<file path="src/agen_macros.svh">
/*
 * width and count definitions for the address generation stage
 */
`ifndef AGEN_MACROS_SVH
`define AGEN_MACROS_SVH

// register, operand and linear address width
`define AGEN_DATA_W 32

// segment register width
`define AGEN_SEG_W 16

// general registers eax..edi
`define AGEN_NUM_GPR 8

// es, cs, ss, ds, fs, gs
`define AGEN_NUM_SEG 6

// real-mode style segment base shift
`define AGEN_SEG_SHIFT 4

`endif

</file>
<file path="src/agen_pkg.sv">
/*
 * operand source, operand size and segment index encodings
 * general register and segment register file types
 */
`include "agen_macros.svh"

package agen_pkg;

    // mm, modrm and sys have no datapath in this stage
    typedef enum logic [2:0] {
        SRC_NONE  = 3'd0,
        SRC_REG   = 3'd1,
        SRC_SEG   = 3'd2,
        SRC_MM    = 3'd3,
        SRC_MODRM = 3'd4,
        SRC_IMM   = 3'd5,
        SRC_MEM   = 3'd6,
        SRC_SYS   = 3'd7
    } op_src_t;

    typedef enum logic [2:0] {
        SIZE_BYTE  = 3'd1,
        SIZE_WORD  = 3'd2,
        SIZE_DWORD = 3'd3
    } op_size_t;

    // 6 and 7 are unused and read as zero
    typedef enum logic [2:0] {
        SEG_ES = 3'd0,
        SEG_CS = 3'd1,
        SEG_SS = 3'd2,
        SEG_DS = 3'd3,
        SEG_FS = 3'd4,
        SEG_GS = 3'd5
    } seg_idx_t;

    // eax, ecx, edx, ebx, esp, ebp, esi, edi
    typedef logic [`AGEN_NUM_GPR-1:0][`AGEN_DATA_W-1:0] gpr_file_t;

    typedef logic [`AGEN_NUM_SEG-1:0][`AGEN_SEG_W-1:0] seg_file_t;

endpackage

</file>
<file path="src/gpr_size_select.sv">
/*
 * size-adjusted views of the eight general registers
 * byte, word and dword reads, zero-extended
 */
`timescale 1ns/1ns
`include "agen_macros.svh"

module gpr_size_select (
    input  agen_pkg::op_size_t  size,
    input  agen_pkg::gpr_file_t gpr,
    output agen_pkg::gpr_file_t sized
);

    import agen_pkg::*;

    // x86 byte registers 4..7 are the high halves of the first four
    localparam int NUM_BYTE_LO = 4;

    always_comb begin
        sized = '0;
        for (int i = 0; i < `AGEN_NUM_GPR; i++) begin
            case (size)
                SIZE_BYTE: begin
                    // al..bl, then ah..bh from bits 15:8 of eax..ebx
                    if (i < NUM_BYTE_LO) begin
                        sized[i][7:0] = gpr[i][7:0];
                    end else begin
                        sized[i][7:0] = gpr[i % NUM_BYTE_LO][15:8];
                    end
                end
                SIZE_WORD: begin
                    sized[i][15:0] = gpr[i][15:0];
                end
                SIZE_DWORD: begin
                    sized[i] = gpr[i];
                end
                default: begin
                    // undefined size reads as zero
                    sized[i] = '0;
                end
            endcase
        end
    end

endmodule

</file>
<file path="src/operand_select.sv">
/*
 * one operand mux: register, segment, immediate or string address
 * plus the address, register and segment flags for the memory stage
 */
`timescale 1ns/1ns
`include "agen_macros.svh"

module operand_select #(
    parameter bit IS_DEST = 1'b0
) (
    input  agen_pkg::op_src_t        src,
    input  logic [2:0]               reg_idx,
    input  agen_pkg::op_size_t       size,
    input  agen_pkg::gpr_file_t      sized,
    input  agen_pkg::gpr_file_t      gpr,
    input  agen_pkg::seg_file_t      seg,
    input  logic [`AGEN_DATA_W-1:0]  imm,
    input  agen_pkg::seg_idx_t       seg_override,
    input  logic                     seg_override_valid,
    output logic [`AGEN_DATA_W-1:0]  operand,
    output logic                     is_address,
    output logic                     is_reg,
    output logic                     is_segment
);

    import agen_pkg::*;

    localparam int ESI_IDX = 6;
    localparam int EDI_IDX = 7;

    seg_idx_t                addr_seg_idx;
    logic [`AGEN_SEG_W-1:0]  addr_seg;
    logic [`AGEN_SEG_W-1:0]  reg_seg;
    logic [`AGEN_DATA_W-1:0] index;
    logic [`AGEN_DATA_W-1:0] mem_addr;

    function automatic logic [`AGEN_SEG_W-1:0] seg_read(input seg_file_t file,
                                                        input logic [2:0] idx);
        seg_read = '0;
        if (idx < `AGEN_NUM_SEG) begin
            seg_read = file[idx];
        end
    endfunction

    // destination strings are always es:edi, sources ds:esi unless overridden
    always_comb begin
        if (IS_DEST) begin
            addr_seg_idx = SEG_ES;
        end else if (seg_override_valid) begin
            addr_seg_idx = seg_override;
        end else begin
            addr_seg_idx = SEG_DS;
        end
    end

    assign addr_seg = seg_read(seg, addr_seg_idx);
    assign reg_seg  = seg_read(seg, reg_idx);
    assign index    = IS_DEST ? gpr[EDI_IDX] : gpr[ESI_IDX];

    assign mem_addr = ({{(`AGEN_DATA_W-`AGEN_SEG_W){1'b0}}, addr_seg} << `AGEN_SEG_SHIFT)
                    + index;

    always_comb begin
        case (src)
            SRC_REG: operand = sized[reg_idx];
            SRC_SEG: operand = {{(`AGEN_DATA_W-`AGEN_SEG_W){1'b0}}, reg_seg};
            SRC_IMM: operand = imm;
            SRC_MEM: operand = mem_addr;
            default: operand = '0;
        endcase
    end

    assign is_address = (src == SRC_MEM);
    assign is_reg     = (src == SRC_REG);
    assign is_segment = (src == SRC_SEG);

    // decode never hands this stage an mmx, mod r/m or system operand
    always_comb begin
        assert final (!(src inside {SRC_MM, SRC_MODRM, SRC_SYS}))
            else $error("operand_select: unsupported source %0d", src);
    end

    // size selector and this mux must agree on the operand size
    always_comb begin
        assert final (src != SRC_REG || size == SIZE_DWORD
                      || sized[reg_idx][`AGEN_DATA_W-1:16] == '0)
            else $error("operand_select: register view wider than size %0d", size);
    end

endmodule

</file>
<file path="src/agen_pipestage.sv">
/*
 * one-entry registered valid/ready pipe stage with flush
 */
`timescale 1ns/1ns

module agen_pipestage #(
    parameter int WIDTH = 8
) (
    input  logic             clk,
    input  logic             arst_n,
    input  logic             flush,
    input  logic             in_valid,
    output logic             in_ready,
    input  logic [WIDTH-1:0] in_data,
    output logic             out_valid,
    input  logic             out_ready,
    output logic [WIDTH-1:0] out_data
);

    logic load;

    // empty, or the held item leaves this cycle
    assign in_ready = !out_valid || out_ready;
    assign load     = in_valid && in_ready && !flush;

    always_ff @(posedge clk or negedge arst_n) begin
        if (!arst_n) begin
            out_valid <= 1'b0;
        end else if (flush) begin
            out_valid <= 1'b0;
        end else if (in_ready) begin
            out_valid <= in_valid;
        end
    end

    always_ff @(posedge clk) begin
        if (load) begin
            out_data <= in_data;
        end
    end

    // stalled item holds until taken or flushed
    property p_stall_hold;
        @(posedge clk) disable iff (!arst_n)
            (out_valid && !out_ready && !flush) |=> (out_valid && $stable(out_data));
    endproperty

    a_stall_hold: assert property (p_stall_hold)
        else $error("agen_pipestage: output changed while stalled");

endmodule

</file>
<file path="src/address_generation_top.sv">
/*
 * operand address generation stage
 * size selector, op0 and op1 selectors, stack pop override, pipe register
 */
`timescale 1ns/1ns
`include "agen_macros.svh"

module address_generation_top (
    input  logic                     clk,
    input  logic                     arst_n,
    input  logic                     flush,
    input  logic                     r_valid,
    output logic                     r_ready,
    input  agen_pkg::op_size_t       r_size,
    input  agen_pkg::op_src_t        r_op0,
    input  agen_pkg::op_src_t        r_op1,
    input  logic [2:0]               r_op0_reg,
    input  logic [2:0]               r_op1_reg,
    input  logic [`AGEN_DATA_W-1:0]  r_imm,
    input  agen_pkg::seg_idx_t       r_seg_override,
    input  logic                     r_seg_override_valid,
    input  logic [1:0]               r_stack_op,
    input  logic [`AGEN_DATA_W-1:0]  r_stack_address,
    input  agen_pkg::gpr_file_t      r_gpr,
    input  agen_pkg::seg_file_t      r_seg,
    input  logic [`AGEN_DATA_W-1:0]  r_pc,
    input  logic [15:0]              r_opcode,
    output logic                     a_valid,
    input  logic                     a_ready,
    output agen_pkg::op_size_t       a_size,
    output logic [`AGEN_DATA_W-1:0]  a_op0,
    output logic [`AGEN_DATA_W-1:0]  a_op1,
    output logic                     a_op0_is_address,
    output logic                     a_op0_is_reg,
    output logic                     a_op0_is_segment,
    output logic                     a_op1_is_address,
    output logic                     a_op1_is_reg,
    output logic [1:0]               a_stack_op,
    output logic [`AGEN_DATA_W-1:0]  a_pc,
    output logic [15:0]              a_opcode
);

    import agen_pkg::*;

    localparam int PIPE_W = $bits(op_size_t) + 3 * `AGEN_DATA_W + 5 + 2 + 16;

    gpr_file_t               sized;
    logic [`AGEN_DATA_W-1:0] op0_value;
    logic                    op0_is_address;
    logic                    op0_is_reg;
    logic                    op0_is_segment;
    logic [`AGEN_DATA_W-1:0] op1_sel_value;
    logic                    op1_sel_is_address;
    logic                    op1_is_reg;
    logic [`AGEN_DATA_W-1:0] op1_value;
    logic                    op1_is_address;
    logic [2:0]              size_q;
    logic [PIPE_W-1:0]       pipe_in;
    logic [PIPE_W-1:0]       pipe_out;

    gpr_size_select u_size_sel (
        .size  (r_size),
        .gpr   (r_gpr),
        .sized (sized)
    );

    operand_select #(.IS_DEST(1'b1)) u_op0_sel (
        .src                (r_op0),
        .reg_idx            (r_op0_reg),
        .size               (r_size),
        .sized              (sized),
        .gpr                (r_gpr),
        .seg                (r_seg),
        .imm                (r_imm),
        .seg_override       (r_seg_override),
        .seg_override_valid (r_seg_override_valid),
        .operand            (op0_value),
        .is_address         (op0_is_address),
        .is_reg             (op0_is_reg),
        .is_segment         (op0_is_segment)
    );

    operand_select #(.IS_DEST(1'b0)) u_op1_sel (
        .src                (r_op1),
        .reg_idx            (r_op1_reg),
        .size               (r_size),
        .sized              (sized),
        .gpr                (r_gpr),
        .seg                (r_seg),
        .imm                (r_imm),
        .seg_override       (r_seg_override),
        .seg_override_valid (r_seg_override_valid),
        .operand            (op1_sel_value),
        .is_address         (op1_sel_is_address),
        .is_reg             (op1_is_reg),
        .is_segment         ()
    );

    // pop reads op1 from the stack
    assign op1_value      = r_stack_op[1] ? r_stack_address : op1_sel_value;
    assign op1_is_address = r_stack_op[1] | op1_sel_is_address;

    assign pipe_in = {r_size, op0_value, op1_value,
                      op0_is_address, op0_is_reg, op0_is_segment,
                      op1_is_address, op1_is_reg,
                      r_stack_op, r_pc, r_opcode};

    agen_pipestage #(.WIDTH(PIPE_W)) u_stage (
        .clk       (clk),
        .arst_n    (arst_n),
        .flush     (flush),
        .in_valid  (r_valid),
        .in_ready  (r_ready),
        .in_data   (pipe_in),
        .out_valid (a_valid),
        .out_ready (a_ready),
        .out_data  (pipe_out)
    );

    assign {size_q, a_op0, a_op1,
            a_op0_is_address, a_op0_is_reg, a_op0_is_segment,
            a_op1_is_address, a_op1_is_reg,
            a_stack_op, a_pc, a_opcode} = pipe_out;

    assign a_size = op_size_t'(size_q);

endmodule

</file>
<file path="config.mk">
export PLATFORM = sky130hd
export DESIGN_NAME = address_generation_top
export DESIGN_NICKNAME = d
export VERILOG_FILES = /design/src/agen_pkg.sv /design/src/gpr_size_select.sv /design/src/operand_select.sv /design/src/agen_pipestage.sv /design/src/address_generation_top.sv
export VERILOG_INCLUDE_DIRS = /design/src
export SDC_FILE = /design/constraint.sdc
export NUM_CORES = 1
export LEC_CHECK = 0
export BUFFER_PORTS_ARGS = -buffer_cell sky130_fd_sc_hd__buf_2
export CAP_MARGIN = 30
export CORE_AREA = 2 2 242 244
export CTS_BUF_LIST = sky130_fd_sc_hd__clkbuf_2
export DETAILED_ROUTE_END_ITERATION = 8
export DIE_AREA = 0 0 244 246
export PLACE_DENSITY = 0.54
export SKIP_LAST_GASP = 1
export SLEW_MARGIN = 20
export SYNTH_ARGS = -nofsm -noshare
export SYNTH_HDL_FRONTEND = slang
export SYNTH_SLANG_ARGS = --single-unit
export TNS_END_PERCENT = 50
</file>
<file path="constraint.sdc">
create_clock -name clk -period 27.6 [get_ports clk]
set_clock_uncertainty 0.05 [all_clocks]
set_input_delay 1.38 -clock clk [delete_from_list [all_inputs] [get_ports clk]]
set_output_delay 1.38 -clock clk [all_outputs]
set_load 0.01 [all_outputs]
</file>
==> run summary, run 1 <==
Final ANT Viol Nets: 0
WL final: 85600 µm
First-pass GRT wire length: 117000 µm
CTS tree: done
Worst Slack Setup Final: 23.03 ns
Area Growth Syn to Fin: 29.0%
Avg WL per Cell: 31.5 µm
Clock Sink Count: 123
DRT Pass-1 Iters: 6
Hold Path Class: in -> reg
Commonest non-fill, non-tap cell in the layout: buf_2
Initial antenna violation count: 35
Critical path arrival: 5.22 ns
Setup TNS: 0 ns
Die width: 244 µm
Mean Syn Cell Area: 10.1 µm²
H-tree levels: 4
Min Tclk post-route: 4.57 ns
Post-route total power: 647 µW
Cell row count: 88
Dpl ws: 22.11 ns
Outcome: finished clean
Ys Warns: 0
Crit-path max FO: 19
CP Class: in -> reg
IO Port Bufs: 613
I/O pin cnt: 614
Final Hold Viols: 0
LEAKAGE: 0.00753 µW
Clk slew on worst S/H paths: 0.31 ns
Number of distinct library cells after synthesis: 64
EDFF count, synth: 122
Synthesized net count: 1914
Overall routing resource usage: 27.5%
GRT Residual Overflow: 0
Worst setup EP type: register
Die Area: 0.0600 mm²
CTS max path bufs: 2
Die Span Y: 246 µm
Fin nets: 2455
CTS buffer count: 17
Share of cells above drive strength 1: 42.5%
CTS root buf: clkbuf_2
HPWL Detailed: 69400 µm
Tightest Pin Transition: 0.969 ns
Synth Cell Area: 0.0140 mm²
Filler Cells Inserted: 6088
CTS resizes: 0
GP Congestion: 0.936
Initial drt markers: 1684
WP data required: 28.26 ns
Total number of vias: 15800
Number of cells produced by synthesis: 1388
Commonest non-fill, non-tap cells in the layout: buf_2, mux2i_1, edfxtp_1
DRC: 0
Sequential share of the synthesized area: 26.4%
Vias in the first global route: 15200
Largest net degree at the start of global routing: 68
F_max: 219 MHz
RSZ-0062 raised after global routing: no
Final Max Tran Viols: 0
Initial core utilization: 24.4%
CORE AREA: 0.0574 mm²
Primary FF master, synth: edfxtp_1
Pwr Density: 35.9 mW/mm²
Worst-Skew Late Latency: 0.92 ns
Worst rel slew slack: 35.4%
Crit start category: input pin
Post-route clock period utilization: 16.6%
Asr flop ratio synth: 0.813%
Maximum VDD drop: 0.0000240 V
Via density: 5.81
Final setup vio count: 0
Max_cap viols: 0
Seq cells post-synth: 123
==> layout make-up <==
| class | instances | area [µm²] | area share [%] |
|---|---|---|---|
| well taps | 765 | 957 | 5.31 |
| inverters | 16 | 60.1 | 0.333 |
| diodes | 15 | 37.5 | 0.208 |
| clock inverters | 15 | 175 | 0.972 |
| multi-input cells | 1128 | 9710 | 53.9 |
| repair buffers | 643 | 3310 | 18.4 |
| clock buffers | 17 | 85.1 | 0.472 |
| flip-flops and latches | 123 | 3690 | 20.5 |
==> sequential cells by signal, summed over array words and instances, names as in the netlist <==
register           cells
u_stage.out_valid      1
u_stage.out_data     122
==> metal layers <==
metal	up-vias	routed length, µm	track usage, %
met1	7985	36800	37.7
met5	-	120	0
met3	144	7660	6.96
li1	6706	-	-
met2	957	38800	42.7
met4	20	2310	8.11
==> worst max-delay path, stage by stage <==
cell and delay [ns]:
buf_2 0.37, nand2b_1 0.47, buf_4 0.32, mux2i_1 0.19
o21ai_0 0.10, ha_1 0.25, fa_1 0.43, a21o_1 0.21
a221oi_1 0.60, o21ai_0 0.22, xnor2_1 0.22, nor2_1 0.08
a211oi_1 0.26, o31ai_1 0.10
==> metrics by stage <==
step | cells | instance area (µm²) | utilization (%) | hold slack, ns
2_1_floorplan | 1388 | 14000 | - | 0.649
3_3_place_gp | 2672 | 17700 | 30.8 | 0.628
3_5_place_dp | 2673 | 17700 | 30.9 | 0.652
4_1_cts | 2706 | 18000 | 31.3 | 0.351
5_1_grt | 2718 | 18000 | 31.4 | 0.377
6_report | 2722 | 18000 | 31.4 | 0.524
==> what timing repair did <==
item                                    4_1_cts  5_1_grt
endpoints found under the setup margin        0        0
endpoints found under the hold margin         1        0
buffers inserted                              0        0
hold buffers                                  1        0
==> cell usage after synthesis (7+ instances only) <==
| cell type | count | area share [%] |
|---|---|---|
| a211oi_1 | 27 | 1.5 |
| a21o_1 | 9 | 0.48 |
| a21oi_1 | 71 | 2.5 |
| a221o_1 | 11 | 0.79 |
| a221oi_1 | 29 | 1.8 |
| a222oi_1 | 8 | 0.57 |
| a22o_1 | 18 | 1.1 |
| a22oi_1 | 54 | 2.9 |
| a31oi_1 | 8 | 0.36 |
| and2_1 | 8 | 0.36 |
| and3_1 | 10 | 0.45 |
| buf_1 | 14 | 0.38 |
| buf_2 | 21 | 0.75 |
| buf_4 | 9 | 0.48 |
| clkbuf_1 | 75 | 2.0 |
| edfxtp_1 | 122 | 26 |
| ha_1 | 34 | 3.0 |
| inv_1 | 16 | 0.43 |
| mux2_2 | 20 | 1.6 |
| mux2i_1 | 145 | 10 |
| mux4_2 | 119 | 19 |
| nand2_1 | 91 | 2.4 |
| nand2b_1 | 14 | 0.63 |
| nand3_1 | 23 | 0.82 |
| nor2_1 | 105 | 2.8 |
| nor2b_1 | 26 | 1.2 |
| nor3_1 | 7 | 0.25 |
| o211ai_1 | 15 | 0.81 |
| o21ai_0 | 117 | 4.2 |
| o221ai_1 | 10 | 0.63 |
| o22ai_1 | 29 | 1.3 |
| o31ai_1 | 21 | 1.1 |
| xnor2_1 | 21 | 1.3 |
| xor2_1 | 24 | 1.5 |
==> path summary, 6_finish.rpt <==
| kind | from | endpoint | slack (ns) | cells past startpoint |
|---|---|---|---|---|
| worst max-delay path | r_seg_override[0] | u_stage.out_data[67] | 23.03 | 14 |
| worst min-delay path | r_opcode[8] | u_stage.out_data[8] | 0.52 | 1 |
| worst max register to register | u_stage.out_valid | u_stage.out_data[77] | 24.86 | 4 |
| worst min register to register | u_stage.out_valid | u_stage.out_valid | 0.68 | 3 |
| max in group asynchronous | arst_n | u_stage.out_valid | 26.74 | 2 |
| min in group asynchronous | arst_n | u_stage.out_valid | 0.67 | 2 |
==> report_power, final <==
group | leakage [µW] | switching, µW | internal [µW] | total, µW
clock | 0.000153 | 98.7 | 45.7 | 144
combinational | 0.00622 | 167 | 114 | 282
sequential | 0.00115 | 3.21 | 217 | 220
==> cells by family (layout without fill, tap and decap cells) <==
family	after synthesis	in the layout	share of synthesized area, %
buf+inv	137	691	4.17
compound gates	454	454	21.9
fa+ha+maj	36	36	3.33
simple gates	309	309	10.2
other cells	0	15	0
flops	123	123	26.4
xor+xnor	45	45	2.82
mux	284	284	31.2
No activity file was read; power rests on OpenSTA's default activity.
==> run 2, diff against run 1 <==
--- a/config.mk
+++ b/config.mk
@@ -8,11 +8,11 @@
 export LEC_CHECK = 0
 export BUFFER_PORTS_ARGS = -buffer_cell sky130_fd_sc_hd__buf_2
 export CAP_MARGIN = 30
-export CORE_AREA = 2 2 242 244
+export CORE_AREA = 2 2 240 242
 export CTS_BUF_LIST = sky130_fd_sc_hd__clkbuf_2
 export DETAILED_ROUTE_END_ITERATION = 8
-export DIE_AREA = 0 0 244 246
-export PLACE_DENSITY = 0.54
+export DIE_AREA = 0 0 242 244
+export PLACE_DENSITY = 0.56
 export SKIP_LAST_GASP = 1
 export SLEW_MARGIN = 20
 export SYNTH_ARGS = -nofsm -noshare
==> constraint.sdc (replaced) <==
create_clock -name clk -period 4 [get_ports clk]
set_clock_uncertainty 0.05 [all_clocks]
set_input_delay 0.2 -clock clk [delete_from_list [all_inputs] [get_ports clk]]
set_output_delay 0.2 -clock clk [all_outputs]
set_load 0.01 [all_outputs]
==> run summary, run 2 (synthesis results as in run 1) <==
Outcome: finished clean
Final Hold Viols: 0
Total number of vias: 17300
WL final: 87700 µm
Tightest Pin Transition: 0.938 ns
GP Congestion: 0.947
Clock Sink Count: 123
Hold Path Class: in -> reg
CTS root buf: clkbuf_2
Min Tclk post-route: 3.82 ns
Finished Layout Cells: 3056
Combinational power share: 48.3%
Share of cells above drive strength 1: 37.7%
CP Class: in -> reg
Die width: 242 µm
Area occupied by multi-input gates: 0.00973 mm²
Clock Power Share: 19.1%
Maximum VDD drop: 0.000206 V
Reg power frac: 32.5%
Fin nets: 2799
DRT Pass-1 Iters: 6
HPWL Detailed: 69400 µm
RSZ-0062 raised after global routing: no
Initial antenna violation count: 19
Hold path startpoint: r_op0[1]
Cell row count: 87
Critical path's slowest cell: dlygate4sd3_1
Top flop regs: u_stage.out_data: 122 flops, u_stage.out_valid: 1 flops
First-pass GRT wire length: 123000 µm
Worst path cell trace: buf_2 -> nand2b_1 -> buf_4 -> mux2i_1 -> o21ai_0 -> ha_1 -> nand2_1 -> nand3_1 -> o21ai_0 -> a221o_1 -> dlygate4sd3_1 -> a21oi_1 -> dlygate4sd3_1 -> o211ai_1 -> dlygate4sd3_1
CTS tree: done
LEAKAGE: 0.00903 µW
Crit start category: input pin
Max reg flops: 122
Filler Cells Inserted: 5657
Crit path top cell by count: dlygate4sd3_1
P_int: 2780 µW
Final ANT Viol Nets: 0
Final Max Tran Viols: 0
CORE AREA: 0.0562 mm²
Overall routing resource usage: 28.7%
Via density: 5.65
Final setup vio count: 0
Commonest non-fill, non-tap cell in the layout: buf_2
Avg WL per Cell: 28.7 µm
Post-layout util: 38.1%
Switching power: 1890 µW
DRC: 0
Die Area: 0.0590 mm²
Final instance area: 0.0214 mm²
Vias in the first global route: 17200
Commonest non-fill, non-tap cells in the layout: buf_2, dlygate4sd3_1, mux2i_1
Critical path arrival: 4.48 ns
Crit. Startpoint: r_seg_override[0]
Initial core utilization: 24.9%
Post-DP Area: 0.0180 mm²
Worst rel slew slack: 37.0%
WHS: 0.136 ns
I/O pin cnt: 614
Initial drt markers: 1696
Clk slew on worst S/H paths: 0.23 ns
Crit-path max FO: 19
Inst Count DP: 2697
IO Port Bufs: 613
H-tree levels: 4
Pwr Density: 218 mW/mm²
Worst r2r src: u_stage.out_valid
Largest net degree at the start of global routing: 97
Switching Share: 40.4%
CTS buffer count: 17
WP data required: 4.66 ns
GRT Residual Overflow: 0
Largest reg by FF count: u_stage.out_data
Die Span Y: 244 µm
F_max: 262 MHz
Worst setup EP type: register
Max_cap viols: 0
Worst-Skew Late Latency: 0.94 ns
CTS max path bufs: 2
Post-route clock period utilization: 95.4%
Sequential Area: 0.00369 mm²
Max incr delay on CP: 0.58 ns
Area Growth Syn to Fin: 53.2%
==> run 2: critical path, delay by kind of cell <==
family | cells | cell delay (ns)
adders and majority gates | 1 | 0.43
AOI/OAI and AO/OA | 5 | 0.73
muxes | 1 | 0.24
buffers and inverters | 5 | 2.27
and+or+nand+nor | 3 | 0.60
==> run 2: layout make-up <==
| class | count | share of cell area [%] |
|---|---|---|
| diodes | 14 | 0.164 |
| clock buffers | 18 | 0.421 |
| clock inverters | 14 | 0.637 |
| inverters | 16 | 0.281 |
| multi-input cells | 1128 | 45.5 |
| flip-flops and latches | 123 | 17.2 |
| well taps | 756 | 4.42 |
| repair buffers | 987 | 31.4 |
==> run 2: power by group through the flow <==
stage	logic [µW]	registers, µW	clock network (µW)
floorplan	1010	1580	0
global placement	1930	1550	0
detailed placement	1940	1550	0
CTS	2210	1520	939
global route	2380	1520	977
finish	2260	1520	893
==> run 2: path summary, 6_finish.rpt <==
path | cells past startpoint | slack [ns] | end
max | 15 | 0.18 | u_stage.out_data[73]
min | 4 | 0.14 | u_stage.out_data[53]
max reg2reg | 4 | 1.62 | u_stage.out_data[105]
min reg2reg | 4 | 1.22 | u_stage.out_valid
max in group asynchronous | 4 | 3.18 | u_stage.out_valid
min in group asynchronous | 4 | 0.60 | u_stage.out_valid
==> run 2: stage by stage <==
stage | setup slack (ns) | power [µW] | TNS [ns]
final | 0.183 | 4670 | 0
after floorplan | -0.151 | 2590 | -18.41
after detailed placement | 0.253 | 3480 | 0
after global routing | 0.0385 | 4890 | 0
after CTS | 0.275 | 4670 | 0
after global placement | 0.287 | 3480 | 0
==> run 2: routing by layer <==
metal / share of wire [%] / track usage [%] / vias to the layer above / routed length (µm)
met5: 0.039 / 0 / - / 34
li1: - / - / 7384 / -
met3: 9.2 / 6.89 / 147 / 8030
met2: 46 / 45.8 / 1078 / 40100
met4: 3.3 / 9.73 / 6 / 2930
met1: 42 / 38.0 / 8654 / 36600
==> run 2: what timing repair did <==
item                                    4_1_cts  5_1_grt
hold endpoints to repair                    244        0
hold buffers                                313        0
endpoints found under the setup margin        0        1
resized for setup                             0        3
setup buffers                                 0        0
==> run 3, diff against run 2 <==
--- a/config.mk
+++ b/config.mk
@@ -12,7 +12,9 @@
 export CTS_BUF_LIST = sky130_fd_sc_hd__clkbuf_2
 export DETAILED_ROUTE_END_ITERATION = 8
 export DIE_AREA = 0 0 242 244
+export MAX_ROUTING_LAYER = met4
 export PLACE_DENSITY = 0.56
+export REMOVE_ABC_BUFFERS = 1
 export SKIP_LAST_GASP = 1
 export SLEW_MARGIN = 20
 export SYNTH_ARGS = -nofsm -noshare
==> run summary, run 3 (synthesis results as in run 1) <==
Outcome: finished clean
Initial drt markers: 1682
Avg WL per Cell: 28.0 µm
Largest net degree at the start of global routing: 123
Die Area: 0.0590 mm²
GRT Residual Overflow: 0
Fin nets: 2778
Worst-Skew Late Latency: 0.88 ns
CTS buffer count: 17
CTS resizes: 0
WHS: 0.168 ns
Cell row count: 87
Post-route clock period utilization: 92.2%
Total number of vias: 17200
CTS max path bufs: 2
Maximum VDD drop: 0.000157 V
GP Congestion: 0.954
Setup TNS: 0 ns
Worst setup EP type: register
Critical path arrival: 4.38 ns
WL final: 85200 µm
CORE AREA: 0.0562 mm²
Vias in the first global route: 17100
WP data required: 4.69 ns
Via density: 5.63
Critical path's slowest cell: o41ai_4
Max reg flops: 122
Overall routing resource usage: 28.5%
Clock Sink Count: 123
Crit-path max FO: 13
Crit start category: input pin
Area Growth Syn to Fin: 52.1%
Final Hold Viols: 0
Max incr delay on CP: 0.78 ns
Final ANT Viol Nets: 0
Commonest non-fill, non-tap cells in the layout: buf_2, dlygate4sd3_1, mux2i_1
IO Port Bufs: 613
CP Class: in -> reg
Initial core utilization: 24.9%
CTS root buf: clkbuf_2
CTS tree: done
Filler Cells Inserted: 5795
LEAKAGE: 0.00895 µW
Hold Path Class: in -> reg
Pwr Density: 220 mW/mm²
RSZ-0062 raised after global routing: no
Top flop regs: u_stage.out_data: 122 flops, u_stage.out_valid: 1 flops
Tightest Pin Transition: 0.916 ns
Initial antenna violation count: 28
I/O pin cnt: 614
Min Tclk post-route: 3.69 ns
Clk slew on worst S/H paths: 0.18 ns
Hold_buf cts: 295
Setup Buffers After CTS: 0
DRT Pass-1 Iters: 6
Worst rel slew slack: 38.8%
Final setup vio count: 0
H-tree levels: 4
Share of cells above drive strength 1: 37.7%
F_max: 271 MHz
DRC: 0
First-pass GRT wire length: 119000 µm
Final Max Tran Viols: 0
Worst path cell trace: buf_2 -> nand2b_1 -> buf_4 -> mux2i_1 -> o21ai_0 -> ha_1 -> o21ai_1 -> a32oi_1 -> o31ai_2 -> o41ai_4 -> nand3_1 -> xor2_1 -> o31ai_1 -> dlygate4sd3_1
Commonest non-fill, non-tap cell in the layout: buf_2
Max_cap viols: 0
Die width: 242 µm
HPWL Detailed: 66100 µm
Largest reg by FF count: u_stage.out_data
Die Span Y: 244 µm
-- run 3: changes by cell type in the layout (fill, tap and decap cells not counted), moves of 2 or more --
| cell | before | now |
|---|---|---|
| dlygate4sd3_1 | 313 | 295 |
| diode_2 | 14 | 26 |
| buf_4 | 57 | 55 |
| inv_6 | 5 | 2 |
| bufinv_16 | 1 | 3 |
-- run 3: where the power goes --
group          internal [µW]  switching, µW  total, µW  leakage, µW
Sequential              1500           19.0       1520      0.00115
Combinational           1020           1180       2210      0.00765
Clock                    356            597        953     0.000153
-- run 3: metal layers --
layer,vias up,track usage [%],wire (µm)
met2,1036,45.3,40300
met1,8583,36.4,35400
met5,-,-,0
met4,0,11.5,3420
li1,7350,-,-
met3,183,4.23,6160
-- run 3: worst max-delay path, delay by kind of cell --
kind,cells,cell delay (ns)
xor gates and xnor gates,1,0.18
AOI/OAI and AO/OA,6,1.67
muxes,1,0.20
buffers and inverters,3,1.06
and+or+nand+nor,2,0.62
adders and majority gates,1,0.43
-- run 3: cell type report --
type	count	area [µm²]	area share, %
multi-input cells	1128	9710	45.7
repair buffers	966	6520	30.7
flip-flops and latches	123	3690	17.4
well taps	756	946	4.45
clock inverters	14	171	0.807
clock buffers	18	90.1	0.424
diodes	26	65.1	0.306
inverters	16	60.1	0.283
-- run 3: per-stage QoR --
step	total power, µW	utilization, %	instances	worst slack, ns	cell area (µm²)
2_1_floorplan	2480	-	1267	-6.21	13400
3_3_place_gp	3440	32.0	2694	0.165	18000
3_5_place_dp	3460	32.0	2694	0.0740	18000
4_1_cts	4680	37.7	3021	0.470	21200
5_1_grt	4870	37.8	3046	0.235	21300
6_report	4680	37.8	3047	0.314	21300
-- run 3: final timing paths --
kind	cells after the start	endpoint	start	slack (ns)
setup / recovery	14	u_stage.out_data[81]	r_seg_override[0]	0.31
hold / removal	5	u_stage.out_data[90]	r_gpr[195]	0.17
setup reg to reg	3	u_stage.out_data[18]	u_stage.out_valid	2.02
hold reg to reg	3	u_stage.out_data[19]	u_stage.out_valid	1.19
max in group asynchronous	4	u_stage.out_valid	arst_n	3.18
min in group asynchronous	4	u_stage.out_valid	arst_n	0.62
